===== src/design/chip_map_pkg.sv =====
// Chip address map
// Base addresses, RAM geometry, GPIO and strap widths, test-status codes
`default_nettype none

package chip_map_pkg;

  // Main RAM, word addressed behind a byte address
  localparam logic [31:0] RAM_BASE   = 32'h0000_0000;
  localparam int          RAM_WORDS  = 256;
  localparam int          RAM_AW     = 8;
  localparam int          BYTE_OFS_W = 2;                  // Byte lane bits of a word
  localparam int          RAM_SPAN_W = RAM_AW + BYTE_OFS_W; // Bytes covered by the RAM

  // GPIO block, 16 byte window
  localparam logic [31:0]           GPIO_BASE      = 32'h0001_0000;
  localparam int                    GPIO_OFS_W     = 4;
  localparam logic [GPIO_OFS_W-1:0] GPIO_OUT_OFS   = 4'h0; // Read-write
  localparam logic [GPIO_OFS_W-1:0] GPIO_IN_OFS    = 4'h4; // Read-only
  localparam logic [GPIO_OFS_W-1:0] GPIO_STRAP_OFS = 4'h8; // Read-only
  localparam int                    NUM_GPIOS      = 16;
  localparam int                    NUM_STRAPS     = 3;

  // Software test status, a single word
  localparam logic [31:0]         STATUS_BASE = 32'h0002_0000;
  localparam int                  STATUS_W    = 16;
  localparam logic [STATUS_W-1:0] ST_PASSED   = 16'h900D;
  localparam logic [STATUS_W-1:0] ST_FAILED   = 16'hBAAD;

endpackage

`default_nettype wire


===== src/design/sw_test_status.sv =====
// Software test status
// Holds the last status code and raises sticky done and passed flags
`timescale 1ns/1ns
`default_nettype none

module sw_test_status (
  input  logic                                clk_i,
  input  logic                                rst_n_i,
  input  logic                                we_i,
  input  logic [chip_map_pkg::STATUS_W-1:0]   wdata_i,
  output logic [chip_map_pkg::STATUS_W-1:0]   rdata_o,
  output logic                                test_done_o,
  output logic                                test_passed_o
);
  import chip_map_pkg::*;

  logic [STATUS_W-1:0] code_q;
  logic                done_q;
  logic                passed_q;

  always_ff @(posedge clk_i) begin
    if (!rst_n_i) begin
      code_q   <= '0;
      done_q   <= 1'b0;
      passed_q <= 1'b0;
    end else if (we_i) begin
      code_q <= wdata_i; // Any code is kept for read-back
      if (wdata_i == ST_PASSED) begin
        done_q   <= 1'b1;
        passed_q <= 1'b1;
      end else if (wdata_i == ST_FAILED) begin
        done_q <= 1'b1;  // Done without passed
      end
    end
  end

  // Flags stay up until the next reset
  assign rdata_o       = code_q;
  assign test_done_o   = done_q;
  assign test_passed_o = passed_q;

endmodule

`default_nettype wire


===== config.mk =====
export PLATFORM = sky130hd
export DESIGN_NAME = sw_test_status
export DESIGN_NICKNAME = d
export VERILOG_FILES = /design/src/design/chip_map_pkg.sv /design/src/design/sw_test_status.sv
export SDC_FILE = /design/constraint.sdc
export NUM_CORES = 1
export LEC_CHECK = 0
export ABC_CLOCK_PERIOD_IN_PS = 1350
export BUFFER_PORTS_ARGS = -buffer_cell sky130_fd_sc_hd__buf_2
export CORE_MARGIN = 3
export CORE_UTILIZATION = 39
export DETAILED_ROUTE_END_ITERATION = 10
export PLACE_DENSITY = 0.74
export SYNTH_ARGS = -nofsm -noshare
export SYNTH_HDL_FRONTEND = slang
export SYNTH_SLANG_ARGS = --single-unit

===== constraint.sdc =====
create_clock -name clk_i -period 1.35 [get_ports clk_i]
set_clock_uncertainty 0.15 [all_clocks]
set_input_delay 0.27 -clock clk_i [delete_from_list [all_inputs] [get_ports clk_i]]
set_output_delay 0.27 -clock clk_i [all_outputs]
set_load 0.05 [all_outputs]

* Yosys cells after proc, flatten, opt, wreduce, memory -nomap -nowiden
Index checks and enable logic that the tools add are counted.
Cells by class: equal/unequal tests 2, muxes and demuxes 2, reduce and logical (&&, ||, !) cells 3
Operator list (count):
- $eq 16x16->1 const B | 2
- $reduce_and 2->1 | 2
- $mux 1 | 2
- $reduce_bool 2->1 | 1
Storage, ports and cells: register bits 18, output and inout bits 18, logic and storage cells 10

* Depth between registers and ports, before layout
depth in word-level cells 3, mapped depth 4, mapped depth without buffers 3

* Least setup slack after synthesis
Ideal clock, no wire load.
path type input to register, start point input port wdata_i[10] in the netlist's numbering, end point register done_q (netlist: test_done_o), setup time 0.060 ns, arrival 1.176 ns, path slack -0.037 ns, stages 3, path through or4b_4 nor4_2 a22o_1
Between the ends: word-level cells in the longest chain between the ends 3
RTL lines:
- start: declaration | line sw_test_status.sv:10 | input logic [chip_map_pkg::STATUS_W-1:0] wdata_i,
- $eq 16x16->1, on equally long branches | line sw_test_status.sv:28, sw_test_status.sv:31
- $reduce_bool 2->1 (no line)
- $reduce_and 2->1 (no line)
- end signal: assignment | line sw_test_status.sv:24 | done_q <= 1'b0;
- end signal: assignment | line sw_test_status.sv:29 | done_q <= 1'b1;
- end signal: assignment | line sw_test_status.sv:32 | done_q <= 1'b1;
- end: declaration | line sw_test_status.sv:18 | logic done_q;
Parallel ways exist; a longest one is shown, timed or not. A chain may end at the register's enable or synchronous reset.

* Worst setup path after layout
start point register done_q (netlist: test_done_o), end point output port test_done_o
RTL lines:
- end: declaration | line sw_test_status.sv:12 | output logic test_done_o,
No word-level cell between the ends.

==> results by group <==
Outcome
  – Status: complete, no violations

CTS
  – CTS tree: done
  – H-Tree Depth: 1
  – Reg clk slew, reported paths: approximately 0.090 ns
  – Total CTS buffers: 3
  – Post-CTS Setup Repair Bufs: 0
  – Worst-skew pair later-pin latency: around 0.28 ns
  – CTS root buf: clkbuf_4
  – Clock buffer depth: 2
  – Sink Count: 18

Setup path
  – Worst Path Max Fanout: 2
  – Worst setup path class: register to output pin
  – CP peak stage delay: around 0.34 ns
  – CP top delay family: flip-flops
  – Crit start category: register
  – Crit path max-delay cell type: dfxtp_1
  – Critical Path Sink Type: output pin
  – CP Cell Sequence: buf_2
  – WP data arrival: slightly below 0.9 ns
  – Crit path buf inv count: 1
  – WP data required: between 0.9 and 1 ns

Yosys
  – Synth area leaders: dfxtp_1 49%, mux2i_1 22%, nor2b_1 13%, a22o_1 2.4%, buf_4 2.0%
  – Post-synth top area share: around half
  – Mapped Cells: 65
  – Syn_nets: 84
  – FF+latch count, synth: 18
  – Register area share after synthesis: 49.1%
  – Cell variety after synth: 17
  – Post-Syn Area per Cell: 11.3 um2
  – YS warnings: 0
  – Mapped Area: 734 um2
  – Area leader, netlist: dfxtp_1

Timing
  – Final hold vios: 0
  – Final period util: between 90% and 100%
  – RSZ-0062 raised after global routing: no
  – Worst Tran Pin Value: between 0.2 and 0.3 ns
  – Final setup viols: 0
  – Max Freq: about 0.76 GHz
  – Max-slew violations: 0
  – Hold_ws: ~0.10 ns
  – Worst rel slew slack: 82.9%
  – Minimum clock period: approximately 1.3 ns

Power
  – Max VDD drop: between 0.0005 and 0.0006 V
  – Power Dens Cells: around 1100 mW/mm2
  – Leak Pwr: between 0.5 and 0.6 nW
  – Final Power: about 1.1 mW

Layout
  – Post-route cell area: between 0.001 and 0.0015 mm2
  – Layout cell share with drive strength beyond 1: a little over two fifths
  – Layout Cells excl Fill: 130
  – Layout area overhead: 37.6%
  – Antenna Cells: 0
  – Final core utilization: slightly below 60%
  – Fin nets: around 130

Drt
  – Drt wl/cell: 12.0 um
  – Routed Antenna Nets: 0
  – Total vias in the final route: roughly 600
  – Vias per inst: 4.56
  – Initial DRC count: 1
  – DRC Markers: 0
  – Final wirelength: roughly 1600 um
  – First-pass DRT Iterations: 2

Global routing
  – Met3 Resource Use GR: about 2.4%
  – Total grt overflow: 0
  – Vias in the first global route: about 600
  – First-pass GRT wire length: about 2600 um
  – Largest net degree at the start of global routing: 19
  – GRT Overall Usage: a little over an eighth
  – M1 GR Usage: 16.4%
  – Most used routing layer: met2
  – Routing usage on met2: 24.6%
  – Initial antenna violation count: 0

Floorplanning
  – Die Wd: 49.4 um
  – I/O pins: 37
  – Full die area: 0.00244 mm2
  – Rows: 15
  – Die height: between 40 and 50 um
  – Starting Density: between 40 and 50%
  – Core area: 0.00175 mm2

Placement
  – Placed cell area: 968 um2
  – PortBufs: 36
  – Detailed placement HPWL: ~1200 um
  – DP Cell Count: 127
  – Routability Congestion: 0.734

Flow run
  – Max_cap viols: 0

Hold path
  – Hold Crit Class: input port to register
==> cell usage in the layout (no fill, tap or decap), drive strengths merged <==
cell type	count
buf	33
dfxtp	18
mux2i	16
nor2b	15
clkbuf	11
a22o	2
nand2	1
nand4b	1
or4b	1
or3b	1
nor4	1
or4	1
nand4	1
nor2	1
nand2b	1
a21boi	1
==> Yosys cell counts, drive strengths merged <==
cell type and count:
or4b 1, nand2b 1, nand4 1, dfxtp 18, mux2i 16, nor2b 15
nor4 1, a22o 2, buf 3, or3b 1, clkbuf 1, nor2 1
or4 1, nand4b 1, a21boi 1, nand2 1
==> stage by stage <==
stage               setup slack, ns  TNS (ns)
finish                       0.0411         0
global route                0.00331         0
CTS                          0.0183         0
detailed placement           -0.104    -0.206
global placement            -0.0847    -0.168
floorplan                    0.0108         0
==> flip-flops by register name (all words and copies together), names as in the netlist <==
signal	count
rdata_o	16
test_passed_o	1
test_done_o	1
==> routing by layer <==
layer	up-vias	wire, um
li1	307	-
met1	270	666
met2	14	804
met3	2	64
met4	0	25
met5	-	0
==> cell families (layout without fill, tap and decap cells) <==
kind of cell,Yosys count,count (layout),share of synthesized area [%]
AOI/OAI and AO/OA,3,3,3.41
buffers and inverters,4,44,3.24
DFF,18,18,49.1
muxes,16,16,21.8
and+or+nand+nor,24,24,22.5
==> timing repair <==
item                                    4_1_cts  5_1_grt
hold buffers                                  0        0
resized for setup                             0        8
endpoints found under the setup margin        0        8
==> area by class of cell <==
class                           instances  area, um2
Timing Repair Buffer                   41        238
Fill cell                             159        734
Clock buffer                            3       22.5
Tap cell                               25       31.3
Sequential cell                        18        360
Multi-Input combinational cell         43        359
==> power breakdown <==
part           leakage, nW  total (mW)  internal (mW)  switching, mW
Combinational        0.338       0.253         0.0917          0.161
Sequential           0.148       0.572          0.559         0.0128
Clock               0.0138       0.251          0.104          0.147
==> path summary, 6_finish.rpt <==
check,startpoint,end,cells past startpoint,slack [ns]
min reg2reg,test_passed_o,test_passed_o,1,0.33
min,wdata_i[14],rdata_o[14],3,0.10
max reg2reg,rdata_o[0],rdata_o[0],2,0.57
max,test_done_o,test_done_o,1,0.04
Note: power is estimated with default switching activity, not from simulation.
