File: src/design/chip_map_pkg.sv
// Chip address map
// Base addresses, RAM geometry, GPIO and strap widths, test-status codes
`default_nettype none

package chip_map_pkg;

  // Main RAM, word addressed behind a byte address
  localparam logic [31:0] RAM_BASE   = 32'h0000_0000;
  localparam int          RAM_WORDS  = 256;
  localparam int          RAM_AW     = 8;
  localparam int          BYTE_OFS_W = 2;                  // Byte lane bits of a word
  localparam int          RAM_SPAN_W = RAM_AW + BYTE_OFS_W; // Bytes covered by the RAM

  // GPIO block, 16 byte window
  localparam logic [31:0]           GPIO_BASE      = 32'h0001_0000;
  localparam int                    GPIO_OFS_W     = 4;
  localparam logic [GPIO_OFS_W-1:0] GPIO_OUT_OFS   = 4'h0; // Read-write
  localparam logic [GPIO_OFS_W-1:0] GPIO_IN_OFS    = 4'h4; // Read-only
  localparam logic [GPIO_OFS_W-1:0] GPIO_STRAP_OFS = 4'h8; // Read-only
  localparam int                    NUM_GPIOS      = 16;
  localparam int                    NUM_STRAPS     = 3;

  // Software test status, a single word
  localparam logic [31:0]         STATUS_BASE = 32'h0002_0000;
  localparam int                  STATUS_W    = 16;
  localparam logic [STATUS_W-1:0] ST_PASSED   = 16'h900D;
  localparam logic [STATUS_W-1:0] ST_FAILED   = 16'hBAAD;

endpackage

`default_nettype wire

File: src/design/gpio_straps.sv
// GPIO and boot straps
// Output register, synchronized inputs, strap capture at reset release
// and a registered read mux by register offset
`timescale 1ns/1ns
`default_nettype none

module gpio_straps (
  input  logic                                  clk_i,
  input  logic                                  rst_n_i,
  input  logic                                  we_i,
  input  logic [chip_map_pkg::NUM_GPIOS-1:0]    wdata_i,
  input  logic [chip_map_pkg::GPIO_OFS_W-1:0]   rofs_i,
  input  logic [chip_map_pkg::NUM_GPIOS-1:0]    gpio_i,
  input  logic [chip_map_pkg::NUM_STRAPS-1:0]   sw_straps_i,
  output logic [chip_map_pkg::NUM_GPIOS-1:0]    gpio_o,
  output logic [chip_map_pkg::NUM_GPIOS-1:0]    rdata_o
);
  import chip_map_pkg::*;

  logic [NUM_GPIOS-1:0]  gpio_out_q;
  logic [NUM_GPIOS-1:0]  sync1_q;       // Metastability stage
  logic [NUM_GPIOS-1:0]  sync2_q;
  logic [NUM_STRAPS-1:0] straps_q;
  logic                  straps_vld_q;  // Straps taken since reset
  logic [NUM_GPIOS-1:0]  rdata_q;

  always_ff @(posedge clk_i) begin
    if (!rst_n_i) begin
      gpio_out_q   <= '0;
      straps_q     <= '0;
      straps_vld_q <= 1'b0;
    end else begin
      if (we_i) begin
        gpio_out_q <= wdata_i;
      end
      // First edge out of reset only
      if (!straps_vld_q) begin
        straps_q     <= sw_straps_i;
        straps_vld_q <= 1'b1;
      end
    end
  end

  // Pins are asynchronous to clk_i
  always_ff @(posedge clk_i) begin
    sync1_q <= gpio_i;
    sync2_q <= sync1_q;
  end

  always_ff @(posedge clk_i) begin
    case (rofs_i)
      GPIO_OUT_OFS:   rdata_q <= gpio_out_q;
      GPIO_IN_OFS:    rdata_q <= sync2_q;
      GPIO_STRAP_OFS: rdata_q <= {{(NUM_GPIOS - NUM_STRAPS){1'b0}}, straps_q};
      default:        rdata_q <= '0;
    endcase
  end

  assign gpio_o  = gpio_out_q;
  assign rdata_o = rdata_q;

endmodule

`default_nettype wire

File: config.mk
export PLATFORM = sky130hd
export DESIGN_NAME = gpio_straps
export DESIGN_NICKNAME = d
export VERILOG_FILES = /design/src/design/chip_map_pkg.sv /design/src/design/gpio_straps.sv
export SDC_FILE = /design/constraint.sdc
export NUM_CORES = 1
export LEC_CHECK = 0
export BUFFER_PORTS_ARGS = -buffer_cell sky130_fd_sc_hd__buf_2
export CELL_PAD_IN_SITES_DETAIL_PLACEMENT = 0
export CELL_PAD_IN_SITES_GLOBAL_PLACEMENT = 1
export CORE_MARGIN = 5
export CORE_UTILIZATION = 35
export CTS_BUF_LIST = sky130_fd_sc_hd__clkbuf_8
export DETAILED_ROUTE_END_ITERATION = 12
export PLACE_DENSITY = 0.84
export SKIP_CTS_REPAIR_TIMING = 1
export SKIP_LAST_GASP = 1
export SYNTH_ARGS = -nofsm -noshare
export SYNTH_HDL_FRONTEND = slang
export SYNTH_SLANG_ARGS = --single-unit
File: constraint.sdc
create_clock -name clk_i -period 0.86 [get_ports clk_i]
set_clock_uncertainty 0.15 [all_clocks]
set_input_delay 0 -clock clk_i [delete_from_list [all_inputs] [get_ports clk_i]]
set_output_delay 0 -clock clk_i [all_outputs]
set_load 0.02 [all_outputs]
Yosys cells after proc, flatten, opt, wreduce, memory -nomap -nowiden
Cells that the tools add are included.
- register bits: 68
- input bits: 42
- output and inout bits: 32
- equality and inequality tests: 2
- multiplexer cells: 2
- reductions and logical operators: 1
- operator list (kind ; number):
    16-bit case mux with 3 select lines ; 1
    4-bit by 3-bit == test with 1-bit output (second input constant) ; 1
    4-bit == test (second input constant) ; 1
    4-bit zero test ; 1
    1-bit 2-to-1 mux ; 1

Logic depth before layout (Yosys ltp)
- depth after elaboration: 2
- depth in mapped cells: 4

Least setup slack after synthesis
Ideal clock, no wire load.
- kind: input -> register
- from: in rofs_i[2] (netlist bit)
- to: reg rdata_q[13] (netlist: rdata_o[13])
- setup time: 0.058 ns
- arrival time: 0.732 ns
- data required time: 0.652 ns
- path slack: -0.080 ns
- cell stages on the path: 4
- cells stage by stage: buf_6 > nor4_4 > buf_6 > a22o_2
- cells in the longest elaborated chain, start to end: 2
- elaborated cells between the ends (all ways): 4
- those cells by class: 2 x eq/ne; 1 x mux; 1 x reduce/logical
- RTL lines (what ; RTL line ; source):
    start: declaration ; gpio_straps.sv:12 ; input logic [chip_map_pkg::GPIO_OFS_W-1:0] rofs_i,
    4-bit == test (tied with other cells) ; gpio_straps.sv:51 ; case (rofs_i)
    16-bit case mux with 3 select lines (*) ; gpio_straps.sv:51 ;
    end signal: assignment ; gpio_straps.sv:52 ; GPIO_OUT_OFS: rdata_q <= gpio_out_q;
    end signal: assignment ; gpio_straps.sv:53 ; GPIO_IN_OFS: rdata_q <= sync2_q;
    end signal: assignment ; gpio_straps.sv:54 ; GPIO_STRAP_OFS: rdata_q <= {{(NUM_GPIOS - NUM_STRAPS){1'b0}}, straps_q};
    end: declaration ; gpio_straps.sv:25 ; logic [NUM_GPIOS-1:0] rdata_q;
Every way passes the cells marked *; elsewhere a longest branch is shown, timed or not.
A chain may end at the register's enable or synchronous reset.

Worst setup path in the final report
- from: reg gpio_out_q[8] (netlist: gpio_o[8])
- to: out gpio_o[8] (netlist bit)
- RTL lines (what ; RTL line ; source):
    start: declaration ; gpio_straps.sv:20 ; logic [NUM_GPIOS-1:0] gpio_out_q;
    start signal: assignment ; gpio_straps.sv:34 ; gpio_out_q <= wdata_i;
    end: declaration ; gpio_straps.sv:15 ; output logic [chip_map_pkg::NUM_GPIOS-1:0] gpio_o,
No word-level cell between the ends.

==> results_dict.tcl <==
set metrics [dict create \
    r2r-start "gpio_o[13]" \
    h-tree-depth 3 \
    drv_cap 0 \
    slowest_stage "dfxtp_2" \
    antenna_found_initial 0 \
    grt-ovfl-total 0 \
    worst_pin_slew_ns 0.389 \
    grt_pass1_vias 1228 \
    syn2layout_area_growth_pct 67.2 \
    rsz0062_at_grt "yes" \
    maxSlewViolCount 0 \
    hold_viol_final 23 \
    setup_slack_ns -0.0897 \
    layout-drive-gt1-share_pct 56.1 \
    antenna_cells 0 \
    slowest_delay_ns 0.36 \
    cts_tree "built" \
    post-route-min-period_ns 0.950 \
    die-height_um 84.9 \
    holdWs_ns -0.155 \
    yosys_warnings 0 \
    fmax_ghz 1.05 \
    drcViolationCount 0 \
    io_buffers 73 \
    wire_per_inst_um 13.9 \
    ys_types 14 \
    die_area_um2 7200 \
    vias 1431 \
    grt_usage_pct 11.1 \
    gp_congestion 0.714 \
    clk-insertion-delay-late_ns 0.32 \
    slew_headroom_pct 74.0 \
    grt_max_degree 21 \
    final_util_pct 59.9 \
    status "finished, violations left" \
    worstPathArrival_ns 0.80 \
    startpoint "gpio_o[8]" \
    async_flop_share_pct 0 \
    final_cells 336 \
    pwr_density_cell_nw_per_um2 1960 \
    worstPathRequired_ns 0.71 \
    crit_buf_inv 1 \
    pin_count 74 \
    via_per_inst 4.26 \
    cp-end-kind "primary output" \
    yosysTopAreaCell "dfxtp_1" \
    syn-num-nets 177 \
    cts_num_sinks 68 \
    hold_path_startpoint "rst_n_i" \
    die_w_um 84.9 \
    failed_checks "hold timing, setup timing" \
    p_leak_nw 1.47 \
    synth_edf_count 0 \
    hp-class "input pin to register" \
    start_kind "register" \
    wirelength_mm 4.67 \
    grt_pass1_wl_mm 6.03 \
    coreArea_um2 5470 \
    root_buffer "clkbuf_8" \
    path_class "register to primary output" \
    cp_max_fo 3 \
    syn_inst 135 \
    detail_route.first_pass.iterations 4 \
    start_util_pct 35.8 \
    path_clk_slew_ns 0.07 \
    nets 301 \
    synth.cell_area_um2 1960 \
    syn_area_per_cell_um2 14.5 \
    postLayoutCellArea_um2 3280 \
    dp.cells 280 \
    post-route-period-util_pct 110 \
    ant_nets 0 \
    cts_buffers 9 \
    ys_ff_latch 68 \
    post-synth-top-count-cell "dfxtp_1" \
    power.total_w 0.00642 \
    crit_family "flip-flops" \
    synth_area_leaders "dfxtp_1 69%, mux2i_1 11%, a22o_2 6.1%, nor2b_1 6.1%, o2bb2ai_1 1.3%" \
    yosysSeqAreaShare_pct 69.4 \
    placementRows 27 \
    dp_hpwl_mm 3.01 \
    synth_flop_cell "dfxtp_1" \
    synth.top_cells.by_count "68 x dfxtp_1, 22 x mux2i_1, 19 x nor2b_1" \
    crit_chain "buf_6" \
    setup_viol 39 \
    yosysTopAreaCellShare_pct 69.4 \
    clk_path_buf_depth 2 \
    first_iter_violations 34 \
    ir_drop_mv 1.16 \
    postPlaceCellArea_um2 2480 \
]
[stage by stage]
step | setup TNS [ns] | worst slack (ns)
6_report | -2.38 | -0.0897
5_1_grt | -3.79 | -0.134
4_1_cts | -3.69 | -0.166
3_5_place_dp | -2.03 | -0.157
3_3_place_gp | -1.87 | -0.142
2_1_floorplan | -0.0746 | -0.0100
[metal layers]
metal	track usage, %	part of all wire [%]	vias to the layer above
li1	-	-	715
met1	11.9	36	668
met2	19.5	58	38
met3	3.20	3.5	10
met4	6.47	2.6	0
met5	0	0	-
[where the power goes]
| group | internal [W] | switching, W | leakage (nW) | total, W |
|---|---|---|---|---|
| clock | 0.00120 | 0.00113 | 0.0876 | 0.00233 |
| sequential | 0.00332 | 0.0000790 | 0.579 | 0.00339 |
| combinational | 0.000419 | 0.000272 | 0.799 | 0.000691 |
| total | 0.00494 | 0.00148 | 1.47 | 0.00642 |
[flip-flops by register name, summed over array words and instances, names as in the netlist]
signal and count:
straps_q 3, gpio_o 16, rdata_o 16, sync2_q 16
straps_vld_q 1, sync1_q 16
[final timing paths]
path / end / slack, ns / cells past startpoint
worst min-delay path: straps_vld_q / -0.16 / 1
worst min register to register: sync2_q[10] / 0.18 / 0
worst max register to register: rdata_o[13] / -0.08 / 2
worst max-delay path: gpio_o[8] / -0.09 / 1
[cell type report]
type	instances	area [um2]
multi-input cells	61	561
well taps	72	90.1
flip-flops and latches	68	1410
fillers	438	2190
clock buffers	11	151
repair buffers	119	1040
clock inverters	5	36.3
[cell usage in the layout, fill, tap and decap left out]
master,n
buf_2,41
dlygate4sd3_1,35
dfxtp_1,35
dfxtp_2,32
buf_6,32
mux2i_1,22
nor2b_1,19
a22o_2,12
clkbuf_8,11
buf_4,8
o2bb2ai_1,3
clkinvlp_4,3
buf_12,3
nor4_4,1
nor4b_4,1
a22o_1,1
nor4b_2,1
or3_1,1
clkinv_4,1
clkinv_2,1
dfxtp_4,1
[kinds of logic (layout without fill, tap and decap cells)]
| kind of cell | Yosys count | after routing | synth area share, % |
|---|---|---|---|
| compound gates | 16 | 16 | 7.91 |
| buf+inv | 6 | 135 | 2.36 |
| flops | 68 | 68 | 69.4 |
| mux | 22 | 22 | 11.2 |
| simple gates | 23 | 23 | 9.12 |
Power figures use the tool's default switching activity.
