===== src/design/axil_pkg.sv =====
// AXI4-Lite protocol constants
// Bus widths and response encodings
`default_nettype none

package axil_pkg;

  localparam int AXIL_ADDR_W = 32;
  localparam int AXIL_DATA_W = 32;
  localparam int AXIL_STRB_W = AXIL_DATA_W / 8; // One strobe per byte lane
  localparam int AXIL_RESP_W = 2;

  // xRESP encodings
  localparam logic [AXIL_RESP_W-1:0] RESP_OKAY   = 2'b00;
  localparam logic [AXIL_RESP_W-1:0] RESP_SLVERR = 2'b10;

endpackage

`default_nettype wire


===== src/design/chip_map_pkg.sv =====
// Chip address map
// Base addresses, RAM geometry, GPIO and strap widths, test-status codes
`default_nettype none

package chip_map_pkg;

  // Main RAM, word addressed behind a byte address
  localparam logic [31:0] RAM_BASE   = 32'h0000_0000;
  localparam int          RAM_WORDS  = 256;
  localparam int          RAM_AW     = 8;
  localparam int          BYTE_OFS_W = 2;                  // Byte lane bits of a word
  localparam int          RAM_SPAN_W = RAM_AW + BYTE_OFS_W; // Bytes covered by the RAM

  // GPIO block, 16 byte window
  localparam logic [31:0]           GPIO_BASE      = 32'h0001_0000;
  localparam int                    GPIO_OFS_W     = 4;
  localparam logic [GPIO_OFS_W-1:0] GPIO_OUT_OFS   = 4'h0; // Read-write
  localparam logic [GPIO_OFS_W-1:0] GPIO_IN_OFS    = 4'h4; // Read-only
  localparam logic [GPIO_OFS_W-1:0] GPIO_STRAP_OFS = 4'h8; // Read-only
  localparam int                    NUM_GPIOS      = 16;
  localparam int                    NUM_STRAPS     = 3;

  // Software test status, a single word
  localparam logic [31:0]         STATUS_BASE = 32'h0002_0000;
  localparam int                  STATUS_W    = 16;
  localparam logic [STATUS_W-1:0] ST_PASSED   = 16'h900D;
  localparam logic [STATUS_W-1:0] ST_FAILED   = 16'hBAAD;

endpackage

`default_nettype wire


===== src/design/axil_bus_ctrl.sv =====
// AXI4-Lite slave controller
// Runs the handshakes, decodes the chip address map into block selects
// and muxes the block read data back with the response codes
`timescale 1ns/1ns
`default_nettype none

module axil_bus_ctrl (
  input  logic                                   clk_i,
  input  logic                                   rst_n_i,
  // Write address and data
  input  logic [axil_pkg::AXIL_ADDR_W-1:0]       awaddr_i,
  input  logic                                   awvalid_i,
  output logic                                   awready_o,
  input  logic [axil_pkg::AXIL_DATA_W-1:0]       wdata_i,
  input  logic [axil_pkg::AXIL_STRB_W-1:0]       wstrb_i,
  input  logic                                   wvalid_i,
  output logic                                   wready_o,
  // Write response
  output logic [axil_pkg::AXIL_RESP_W-1:0]       bresp_o,
  output logic                                   bvalid_o,
  input  logic                                   bready_i,
  // Read address and data
  input  logic [axil_pkg::AXIL_ADDR_W-1:0]       araddr_i,
  input  logic                                   arvalid_i,
  output logic                                   arready_o,
  output logic [axil_pkg::AXIL_DATA_W-1:0]       rdata_o,
  output logic [axil_pkg::AXIL_RESP_W-1:0]       rresp_o,
  output logic                                   rvalid_o,
  input  logic                                   rready_i,
  // Block side
  output logic                                   ram_we_o,
  output logic [axil_pkg::AXIL_STRB_W-1:0]       ram_wstrb_o,
  output logic [chip_map_pkg::RAM_AW-1:0]        ram_waddr_o,
  output logic [chip_map_pkg::RAM_AW-1:0]        ram_raddr_o,
  output logic [axil_pkg::AXIL_DATA_W-1:0]       ram_wdata_o,
  output logic                                   gpio_we_o,
  output logic [chip_map_pkg::GPIO_OFS_W-1:0]    gpio_rofs_o,
  output logic                                   status_we_o,
  output logic [axil_pkg::AXIL_DATA_W-1:0]       wdata_o,
  input  logic [axil_pkg::AXIL_DATA_W-1:0]       ram_rdata_i,
  input  logic [chip_map_pkg::NUM_GPIOS-1:0]     gpio_rdata_i,
  input  logic [chip_map_pkg::STATUS_W-1:0]      status_rdata_i
);
  import axil_pkg::*;
  import chip_map_pkg::*;

  typedef enum logic [1:0] {
    RGN_NONE,
    RGN_RAM,
    RGN_GPIO,
    RGN_STATUS
  } region_e;

  region_e                wr_rgn;
  region_e                rd_rgn;
  region_e                rd_rgn_q;     // Region of the read in flight
  logic                   wr_go;
  logic                   rd_go;
  logic                   bvalid_q;
  logic                   rvalid_q;
  logic [AXIL_RESP_W-1:0] bresp_q;
  logic [AXIL_RESP_W-1:0] rresp_q;
  logic                   rd_fresh_q;   // First cycle of a read response
  logic [AXIL_DATA_W-1:0] rd_mux;
  logic [AXIL_DATA_W-1:0] rdata_hold_q;

  // Map a byte address onto a block, unlisted GPIO offsets fall through
  function automatic region_e decode(input logic [AXIL_ADDR_W-1:0] addr);
    region_e               rgn;
    logic [GPIO_OFS_W-1:0] ofs;
    rgn = RGN_NONE;
    ofs = addr[GPIO_OFS_W-1:0];
    if (addr[AXIL_ADDR_W-1:RAM_SPAN_W] == RAM_BASE[AXIL_ADDR_W-1:RAM_SPAN_W]) begin
      rgn = RGN_RAM;
    end else if (addr[AXIL_ADDR_W-1:GPIO_OFS_W] == GPIO_BASE[AXIL_ADDR_W-1:GPIO_OFS_W] &&
                 (ofs == GPIO_OUT_OFS || ofs == GPIO_IN_OFS || ofs == GPIO_STRAP_OFS)) begin
      rgn = RGN_GPIO;
    end else if (addr[AXIL_ADDR_W-1:BYTE_OFS_W] == STATUS_BASE[AXIL_ADDR_W-1:BYTE_OFS_W]) begin
      rgn = RGN_STATUS;
    end
    return rgn;
  endfunction

  assign wr_rgn = decode(awaddr_i);
  assign rd_rgn = decode(araddr_i);

  // Address and data taken together, one write in flight
  assign wr_go     = awvalid_i & wvalid_i & ~bvalid_q;
  assign awready_o = wr_go;
  assign wready_o  = wr_go;
  assign rd_go     = arvalid_i & ~rvalid_q; // Held response stalls the AR channel
  assign arready_o = rd_go;

  // Block write strobes land on the accepting edge
  assign ram_we_o    = wr_go && (wr_rgn == RGN_RAM);
  assign gpio_we_o   = wr_go && (wr_rgn == RGN_GPIO) &&
                       (awaddr_i[GPIO_OFS_W-1:0] == GPIO_OUT_OFS); // IN and STRAP ignore writes
  assign status_we_o = wr_go && (wr_rgn == RGN_STATUS);
  assign ram_wstrb_o = wstrb_i;
  assign ram_waddr_o = awaddr_i[RAM_SPAN_W-1:BYTE_OFS_W];
  assign ram_wdata_o = wdata_i;
  assign wdata_o     = wdata_i;  // GPIO and status take full words

  // Reads are registered in the blocks, addressed straight from AR
  assign ram_raddr_o = araddr_i[RAM_SPAN_W-1:BYTE_OFS_W];
  assign gpio_rofs_o = araddr_i[GPIO_OFS_W-1:0];

  always_ff @(posedge clk_i) begin
    if (!rst_n_i) begin
      bvalid_q <= 1'b0;
      bresp_q  <= RESP_OKAY;
    end else if (wr_go) begin
      bvalid_q <= 1'b1;
      bresp_q  <= (wr_rgn == RGN_NONE) ? RESP_SLVERR : RESP_OKAY;
    end else if (bready_i) begin
      bvalid_q <= 1'b0;
    end
  end

  always_ff @(posedge clk_i) begin
    if (!rst_n_i) begin
      rvalid_q   <= 1'b0;
      rresp_q    <= RESP_OKAY;
      rd_rgn_q   <= RGN_NONE;
      rd_fresh_q <= 1'b0;
    end else begin
      rd_fresh_q <= rd_go;
      if (rd_go) begin
        rvalid_q <= 1'b1;
        rresp_q  <= (rd_rgn == RGN_NONE) ? RESP_SLVERR : RESP_OKAY;
        rd_rgn_q <= rd_rgn;
      end else if (rready_i) begin
        rvalid_q <= 1'b0;
      end
    end
  end

  // Return data by region, zero for unmapped reads
  always_comb begin
    rd_mux = '0;
    case (rd_rgn_q)
      RGN_RAM:    rd_mux = ram_rdata_i;
      RGN_GPIO:   rd_mux[NUM_GPIOS-1:0] = gpio_rdata_i;
      RGN_STATUS: rd_mux[STATUS_W-1:0] = status_rdata_i;
      default:    rd_mux = '0;
    endcase
  end

  // Block outputs move on, so freeze the word while the host stalls
  always_ff @(posedge clk_i) begin
    if (rd_fresh_q) begin
      rdata_hold_q <= rd_mux;
    end
  end

  assign rdata_o  = rd_fresh_q ? rd_mux : rdata_hold_q;
  assign rresp_o  = rresp_q;
  assign rvalid_o = rvalid_q;
  assign bresp_o  = bresp_q;
  assign bvalid_o = bvalid_q;

endmodule

`default_nettype wire


===== config.mk =====
export PLATFORM = sky130hd
export DESIGN_NAME = axil_bus_ctrl
export DESIGN_NICKNAME = d
export VERILOG_FILES = /design/src/design/axil_pkg.sv /design/src/design/chip_map_pkg.sv /design/src/design/axil_bus_ctrl.sv
export SDC_FILE = /design/constraint.sdc
export NUM_CORES = 1
export LEC_CHECK = 0
export BUFFER_PORTS_ARGS = -buffer_cell sky130_fd_sc_hd__buf_2
export CELL_PAD_IN_SITES_DETAIL_PLACEMENT = 1
export CELL_PAD_IN_SITES_GLOBAL_PLACEMENT = 1
export CORE_AREA = 2 2 117 119
export DETAILED_ROUTE_END_ITERATION = 10
export DIE_AREA = 0 0 119 121
export GPL_ROUTABILITY_DRIVEN = 0
export PLACE_DENSITY = 0.86
export SYNTH_ARGS = -nofsm -noshare
export SYNTH_HDL_FRONTEND = slang
export SYNTH_SLANG_ARGS = --single-unit

===== constraint.sdc =====
create_clock -name clk_i -period 2.69 [get_ports clk_i]
set_input_delay 0.1345 -clock clk_i [delete_from_list [all_inputs] [get_ports clk_i]]
set_output_delay 0.1345 -clock clk_i [all_outputs]
set_load 0.005 [all_outputs]

### Word level (Yosys, flattened, before mapping)

Index checks and enable logic that the tools add are counted.
Widths: inputs -> output; s select.

| word-level totals | value |
|---|---|
| register bits | 41 |
| bits in latches | 0 |
| bits in writable memories | 0 |
| bits in read-only memories | 0 |
| bits of input ports | 171 |
| logic and storage cells | 59 |
| memories | 0 |

| cells by class | value |
|---|---|
| $add $sub $neg | 0 |
| $mul | 0 |
| divide/modulo/power cells | 0 |
| magnitude comparators | 0 |
| equality and inequality tests | 14 |
| shifts and indexed selects | 0 |
| muxes and demuxes | 15 |
| bitwise operators | 5 |
| reduce and logical (&&, ||, !) cells | 18 |

Operators by type and width:

| operator | number |
|---|---|
| $eq 30x16->1 const B | 2 |
| $eq 28x13->1 const B | 2 |
| $pmux 16 s3 | 1 |
| $logic_not 22->1 | 2 |
| $mux 32 | 1 |
| $mux 16 | 1 |
| $mux 2 | 8 |
| $eq 2x2->1 const B | 4 |
| $eq 4x3->1 const B | 2 |
| $eq 4x4->1 const B | 2 |
| $logic_not 4->1 | 2 |
| $logic_and 1x1->1 | 6 |
| $eq 2x1->1 const B | 2 |
| $logic_not 2->1 | 2 |
| $logic_or 1x1->1 | 4 |
| $mux 1 | 4 |
| $reduce_bool 2->1 | 2 |
| $and 1x1->1 | 3 |
| $not 1->1 | 2 |

### Logic depth before layout (Yosys ltp)

Gate-level depths: netlist of run 1.

| logic depth | value |
|---|---|
| word-level depth | 9 |
| gate-level depth with buffers | 6 |
| gate-level depth less buffers | 4 |

### Least setup slack after synthesis of run 1

Ideal clock, no wire load.

| path | value |
|---|---|
| kind | register to output |
| from | register rd_rgn_q[1] |
| to | output port rdata_o[10] (netlist name) |
| arrival time | 1563 ps |
| required time | 2556 ps |
| path slack | 992 ps |
| cell stages (with the launch flop) | 7 |
| cell sequence | dfxtp_1 clkbuf_1 nor2b_1 clkbuf_1 clkbuf_1 a22oi_1 a21oi_1 |

| on the way | value |
|---|---|
| cells in the longest elaborated chain, start to end | 3 |
| elaborated cells on any way between the ends | 5 |
| those cells by class | 3 x eq/ne; 2 x mux |

RTL lines:

| item | RTL line | text |
|---|---|---|
| start: declaration | axil_bus_ctrl.sv:56 | `region_e rd_rgn_q;` |
| start signal: assignment | axil_bus_ctrl.sv:131 | `rd_rgn_q <= rd_rgn;` |
| $eq 2x2->1 / $eq 2x1->1 (equally long branches) | axil_bus_ctrl.sv:141 | `case (rd_rgn_q)` |
| $pmux 16 s3 * | axil_bus_ctrl.sv:141 |  |
| $mux 32 * | - |  |
| end: declaration | axil_bus_ctrl.sv:26 | `output logic [axil_pkg::AXIL_DATA_W-1:0] rdata_o,` |

Mark *: on every way between the ends. The rest lies on a longest branch, timed or not.

### Final worst setup path of run 1

| path | value |
|---|---|
| from | register rd_rgn_q[1] |
| to | output port rdata_o[6] (netlist name) |

Same word-level chain as after synthesis.

==> impl_metrics.py, run 1 <==
metrics = {
    "run_status": {
        "status": "complete, no violations",
    },
    "setup_path": {
        "reg2reg_from": "rd_rgn_q[1]$_SDFFE_PN0P_",
        "crit_chain": "nor2b_2 > buf_4 > a22oi_1 > a21oi_1 > buf_2",
        "r2r_cells": 4,
        "path_max_fanout": 10,
        "critical_path.endpoint_type": "primary output",
        "worstSetupStartpointType": "flip-flop",
        "critical_path_required_ns": 2.56,
        "path_class": "flip-flop to primary output",
        "timing.rr.end": "rdata_hold_q[15]$_DFF_P_",
        "max_stage_delay_ns": 0.54,
        "ff2ff_setup_slack_ns": 1.08,
        "crit_slowest_cell": "dfxtp_1",
        "arrival_ns": 1.94,
    },
    "detailed_routing": {
        "vias": 2438,
        "antenna_left": 0,
        "drt-initial-drc-count": 31,
        "routed_wl_mm": 8.29,
        "drc": 0,
        "avgRoutedWirePerCell_um": 14.0,
        "viasPerCell": 4.10,
        "drt_pass1_iterations": 4,
    },
    "timing": {
        "min_period_over_period": 0.770,
        "hold_ws_ns": 0.0851,
        "rsz0062_at_grt": "no",
        "worst_pin_slew_ns": 0.660,
        "setup_violations": 0,
        "tns_ns": 0,
        "fin_skew_ns": 0.00402,
        "setup_slack_ns": 0.617,
        "fin_crit_ns": 2.07,
        "max_freq_mhz": 482,
        "slew_viol_final": 0,
        "hold_viol": 0,
        "relSlewSlack": 0.560,
    },
    "logic_synthesis": {
        "synth_seq_area_share": 0.311,
        "yosysTopAreaCell": "dfxtp_1",
        "yosys.cell_types.count": 30,
        "netlist_area_mm2": 0.00251,
        "yosys-top-cells-area": "dfxtp_1 (31%), buf_4 (27%), mux2_2 (7.2%)",
        "ys_warn_count": 0,
        "netlist_instances": 314,
        "avgSynthCellArea_um2": 8.00,
        "ys_ff_latch": 39,
        "yosysTopAreaCellShare": 0.311,
    },
    "cells_and_area": {
        "final_cell_mix": "buf_2 (196), dfxtp_1 (38), nand2_1 (24)",
        "final_util": 0.242,
        "final_area_mm2": 0.00316,
        "final_common_cell": "buf_2",
        "finalNetCount": 589,
        "diodes": 0,
        "drive_gt1_frac": 0.543,
        "area_growth_pct": 25.9,
    },
    "global_routing": {
        "grtUsageMet2": 0.207,
        "grt_overflow": 0,
        "met1_usage": 0.123,
        "antenna_found_initial": 0,
        "grt_max_degree": 49,
        "gr-usage-met3": 0.0376,
        "grt_first_pass_wirelength_mm": 12.8,
        "grt_pass1_vias": 2613,
        "track_usage": 0.113,
        "grt.busiest_layer": "met2",
    },
    "placement": {
        "place_area_mm2": 0.00302,
        "portBuffers": 196,
        "place_ws_ns": 0.844,
        "place_hpwl_mm": 6.75,
    },
    "floorplanning": {
        "rows": 42,
        "core_area_mm2": 0.0131,
        "start_util": 0.192,
        "die_x_um": 119,
        "boundaryPins": 303,
        "die_area_mm2": 0.0144,
        "die_h_um": 121,
    },
    "clock_network": {
        "cts_sinks": 39,
        "ctsResizeCount": 0,
        "cts_hold_buf": 0,
        "cts_made_buffers": 5,
        "cts_root_buf": "clkbuf_16",
        "htreeDepth": 2,
        "clk_pin_slew_ns": 0.06,
        "clkLatencyLatePin_ns": 0.28,
        "cts_setup_buffers": 0,
        "cts_buffer_depth": 2,
        "cts_tree": "done",
    },
    "min_path": {
        "holdPathStages": 3,
        "min_to": "rdata_hold_q[26]$_DFF_P_",
        "hold_class": "input pin to flip-flop",
        "hp-start": "ram_rdata_i[26]",
    },
    "power": {
        "vdd_drop_max_v": 0.000198,
        "powerDensity_mw_per_mm2": 478,
        "p_leak_nw": 1.50,
    },
    "job": {
        "cap_violations": 0,
    },
}
-- layout make-up --
class | count | area [um^2]
timing repair buffer | 200 | 1010
fill | 1662 | 9920
multi-input combinational | 154 | 938
tap | 176 | 220
clock inverter | 1 | 5.00
sequential | 39 | 782
inverter | 18 | 67.6
clock buffer | 6 | 139
-- layer usage --
layer / vias up / part of all wire
met4: 0 / 0.017
met2: 142 / 0.50
met1: 1091 / 0.40
li1: 1179 / -
met5: - / 0
met3: 26 / 0.081
-- sequential cells by signal, indices dropped and copies added, names as in the netlist --
register	count
bvalid_o	1
bresp_o	1
rvalid_o	1
rdata_hold_q	32
rd_rgn_q	2
rresp_o	1
rd_fresh_q	1
-- critical path: cells and delay by family, from the launching register on --
family,cells,cell delay (ns)
compound gates,2,0.29
buf+inv,2,0.42
flops,1,0.54
simple gates,1,0.40
-- kinds of logic after synthesis --
kind of cell           synth area share
other                           0.00149
multiplexers                     0.0717
AO/OA/AOI/OAI                     0.144
buffers and inverters             0.318
flip-flops                        0.311
AND/OR/NAND/NOR                   0.154
-- how the worst max path moves through the flow --
stage	start	to	slack (ns)	cells after the start
after floorplan	rd_rgn_q[1]$_SDFFE_PN0P_	rdata_o[10]	0.99	6
after global placement	araddr_i[5]	rd_rgn_q[1]$_SDFFE_PN0P_	0.85	5
after detailed placement	rd_rgn_q[1]$_SDFFE_PN0P_	rdata_o[6]	0.84	5
after CTS	rd_rgn_q[1]$_SDFFE_PN0P_	rdata_o[6]	0.54	5
after global routing	rd_rgn_q[0]$_SDFFE_PN0P_	rdata_o[31]	0.40	4
final	rd_rgn_q[1]$_SDFFE_PN0P_	rdata_o[6]	0.62	5
-- report_power, final --
part | internal [mW] | switching (mW)
sequential | 0.625 | 0.0145
clock | 0.362 | 0.236
combinational | 0.146 | 0.129
total | 1.13 | 0.380
-- synthesized netlist by cell type --
master / count
a21oi_1: 18
a22oi_1: 16
a31oi_1: 2
and3_1: 1
and3b_1: 2
and4_1: 1
and4b_1: 1
buf_1: 1
buf_4: 91
clkbuf_1: 12
conb_1: 1
dfxtp_1: 39
inv_1: 18
mux2_2: 16
nand2_1: 24
nand3_2: 1
nand4_1: 2
nor2_1: 20
nor2b_1: 3
nor3_1: 1
nor4_1: 12
nor4b_1: 2
o211a_1: 1
o21a_1: 2
o21ai_0: 18
o21ai_1: 1
o22ai_1: 3
or3_1: 1
or4_1: 3
or4_4: 1
-- metrics by stage --
stage          total power, mW  cells
6_report                  1.51    594
5_1_grt                   1.61    594
4_1_cts                   1.55    594
3_5_place_dp             0.931    587
3_3_place_gp             0.923    587
2_1_floorplan            0.846    315
No activity file was read; power rests on OpenSTA's default activity.
==> run 2: changes to the inputs <==
CORE_AREA = default   (was 2 2 117 119)
CORE_MARGIN = 2   (was default)
CORE_UTILIZATION = 18   (was default)
DIE_AREA = default   (was 0 0 119 121)
PLACE_DENSITY = 0.84   (was 0.86)
clock period = 1.83 ns   (was 2.69 ns; I/O delays follow)
==> run 2 against run 1 <==
Compared with the run above: routed wire length shrank 4.4%; critical path depth did not move; design area grew 2.0%; first-iteration DRC count grew 39%; via count barely moved; register-to-register slack worse by 0.55 ns; sequential power grew 46%; critical endpoint is now rdata_o[1]; highest routed layer unchanged.
==> impl_metrics.py, run 2 (synthesis gave the netlist of run 1 again) <==
metrics = {
    "global_routing": {
        "grt_overflow": 0,
        "grt_pass1_vias": 2385,
        "grt_first_pass_wirelength_mm": 11.4,
        "grt_max_degree": 49,
        "antenna_found_initial": 0,
        "track_usage": 0.100,
    },
    "min_path": {
        "hp-start": "ram_rdata_i[21]",
        "min_to": "rdata_hold_q[21]$_DFF_P_",
        "holdPathStages": 3,
        "hold_class": "input pin to flip-flop",
    },
    "floorplanning": {
        "die_area_mm2": 0.0149,
        "boundaryPins": 303,
        "die_x_um": 122,
        "core_area_mm2": 0.0138,
        "rows": 43,
        "die_h_um": 122,
        "start_util": 0.182,
    },
    "cells_and_area": {
        "reg_top3": "rdata_hold_q x32, rd_rgn_q x2",
        "largest_reg_flops": 32,
        "regArea_um2": 783,
        "fin_cells": 602,
        "area_growth_pct": 28.4,
        "final_cell_mix": "buf_2 (196), dfxtp_1 (37), nand2_1 (24)",
        "final_common_cell": "buf_2",
        "multi_input_area_um2": 958,
        "final_area_mm2": 0.00323,
        "finalNetCount": 592,
        "diodes": 0,
        "n_fill_cell": 1721,
        "drive_gt1_frac": 0.564,
        "largest-register": "rdata_hold_q",
    },
    "placement": {
        "place_inst": 594,
        "place_area_mm2": 0.00305,
        "place_hpwl_mm": 6.39,
        "portBuffers": 196,
        "place_ws_ns": 0.127,
    },
    "setup_path": {
        "r2r_cells": 4,
        "critical_path_required_ns": 1.74,
        "crit_cells": 5,
        "reg2reg_from": "rd_rgn_q[1]$_SDFFE_PN0P_",
        "worstSetupStartpointType": "flip-flop",
        "path_buf_inv": 2,
        "path_max_fanout": 14,
        "crit_chain": "buf_12 > mux2_2 > a22oi_1 > a21oi_2 > buf_2",
        "arrival_ns": 1.61,
        "critical_path.endpoint_type": "primary output",
        "path_class": "flip-flop to primary output",
        "crit_slowest_cell": "dfxtp_2",
        "ff2ff_setup_slack_ns": 0.53,
        "max_stage_delay_ns": 0.36,
        "timing.rr.end": "rdata_hold_q[15]$_DFF_P_",
        "critical_path.top_delay_family": "flip-flops",
    },
    "power": {
        "vdd_drop_max_v": 0.000276,
        "powerDensity_mw_per_mm2": 694,
        "power_mw": 2.24,
        "p_leak_nw": 1.51,
    },
    "detailed_routing": {
        "antenna_left": 0,
        "vias": 2440,
        "routed_wl_mm": 7.92,
        "avgRoutedWirePerCell_um": 13.2,
        "drt-initial-drc-count": 43,
        "viasPerCell": 4.05,
        "drc": 0,
        "drt_pass1_iterations": 4,
    },
    "clock_network": {
        "cts_hold_buf": 0,
        "cts_tree": "done",
        "cts_buffer_depth": 2,
        "clk_pin_slew_ns": 0.06,
        "cts_made_buffers": 5,
        "cts_sinks": 39,
        "htreeDepth": 2,
        "cts_root_buf": "clkbuf_16",
        "cts_setup_buffers": 0,
        "clkLatencyLatePin_ns": 0.29,
    },
    "timing": {
        "slew_viol_final": 0,
        "max_freq_mhz": 586,
        "worst_pin_slew_ns": 0.521,
        "fin_skew_ns": 0.00428,
        "setup_slack_ns": 0.124,
        "relSlewSlack": 0.650,
        "rsz0062_at_grt": "yes",
        "fin_crit_ns": 1.71,
        "hold_ws_ns": 0.0300,
        "setup_violations": 0,
        "hold_viol": 0,
        "min_period_over_period": 0.932,
    },
    "job": {
        "cap_violations": 0,
    },
    "run_status": {
        "status": "complete, no violations",
    },
}
[run 2: changes by cell type in the layout (fill, tap and decap cells not counted)]
| cell | delta |
|---|---|
| a21oi_2 | +3 |
| buf_4 | +2 |
| clkbuf_8 | -1 |
| a22oi_2 | +1 |
| a22oi_1 | -1 |
| and3b_1 | -1 |
| nor2_2 | +1 |
| nor2_1 | -1 |
| a21oi_1 | -3 |
| clkinvlp_4 | +2 |
| dfxtp_1 | -1 |
| dfxtp_2 | +1 |
| buf_12 | +1 |
| and3b_2 | +1 |
[run 2: layout make-up]
type	count	share of cell area
multi-input cells	154	0.297
flip-flops and latches	39	0.243
clock buffers	5	0.0388
repair buffers	203	0.324
clock inverters	3	0.00621
well taps	180	0.0698
inverters	18	0.0209
[run 2: metrics by stage]
stage                     setup TNS (ns)   util
after floorplan                        0      -
after global placement                 0  0.221
after detailed placement               0  0.221
after CTS                              0  0.232
after global routing             -0.0195  0.234
final                                  0  0.234
[run 2: layer usage]
layer	up-vias	track usage	wire [um]
li1	1187	-	-
met5	-	0	0
met1	1108	0.106	3130
met4	0	0.0402	124
met3	12	0.0403	819
met2	133	0.178	3850
[run 2: worst max path at each step]
stage	startpoint	to	slack, ns
floorplan	rd_rgn_q[1]$_SDFFE_PN0P_	rdata_hold_q[10]$_DFF_P_	0.14
global placement	araddr_i[5]	rd_rgn_q[1]$_SDFFE_PN0P_	0.15
finish	rd_rgn_q[1]$_SDFFE_PN0P_	rdata_o[1]	0.12
CTS	rd_rgn_q[1]$_SDFFE_PN0P_	rdata_o[3]	0.006
global route	rd_rgn_q[1]$_SDFFE_PN0P_	rdata_o[7]	-0.01
detailed placement	araddr_i[5]	rd_rgn_q[1]$_SDFFE_PN0P_	0.13
[run 2: worst reg2reg max path, stage by stage, from the launching register on]
cell and delay (ns):
dfxtp_2 0.36, buf_12 0.16, mux2_2 0.35, a22oi_1 0.19, a21oi_1 0.10
[run 2: repair_timing]
item | 4_1_cts | 5_1_grt
resized for setup | 3 | 7
endpoints found under the setup margin | 15 | 14
pin swaps | 0 | 2
[run 2: power by group]
part / leakage, nW / switching [mW] / internal [mW]
clock network: 0.0658 / 0.392 / 0.503
registers: 0.322 / 0.0185 / 0.918
logic: 1.12 / 0.188 / 0.218
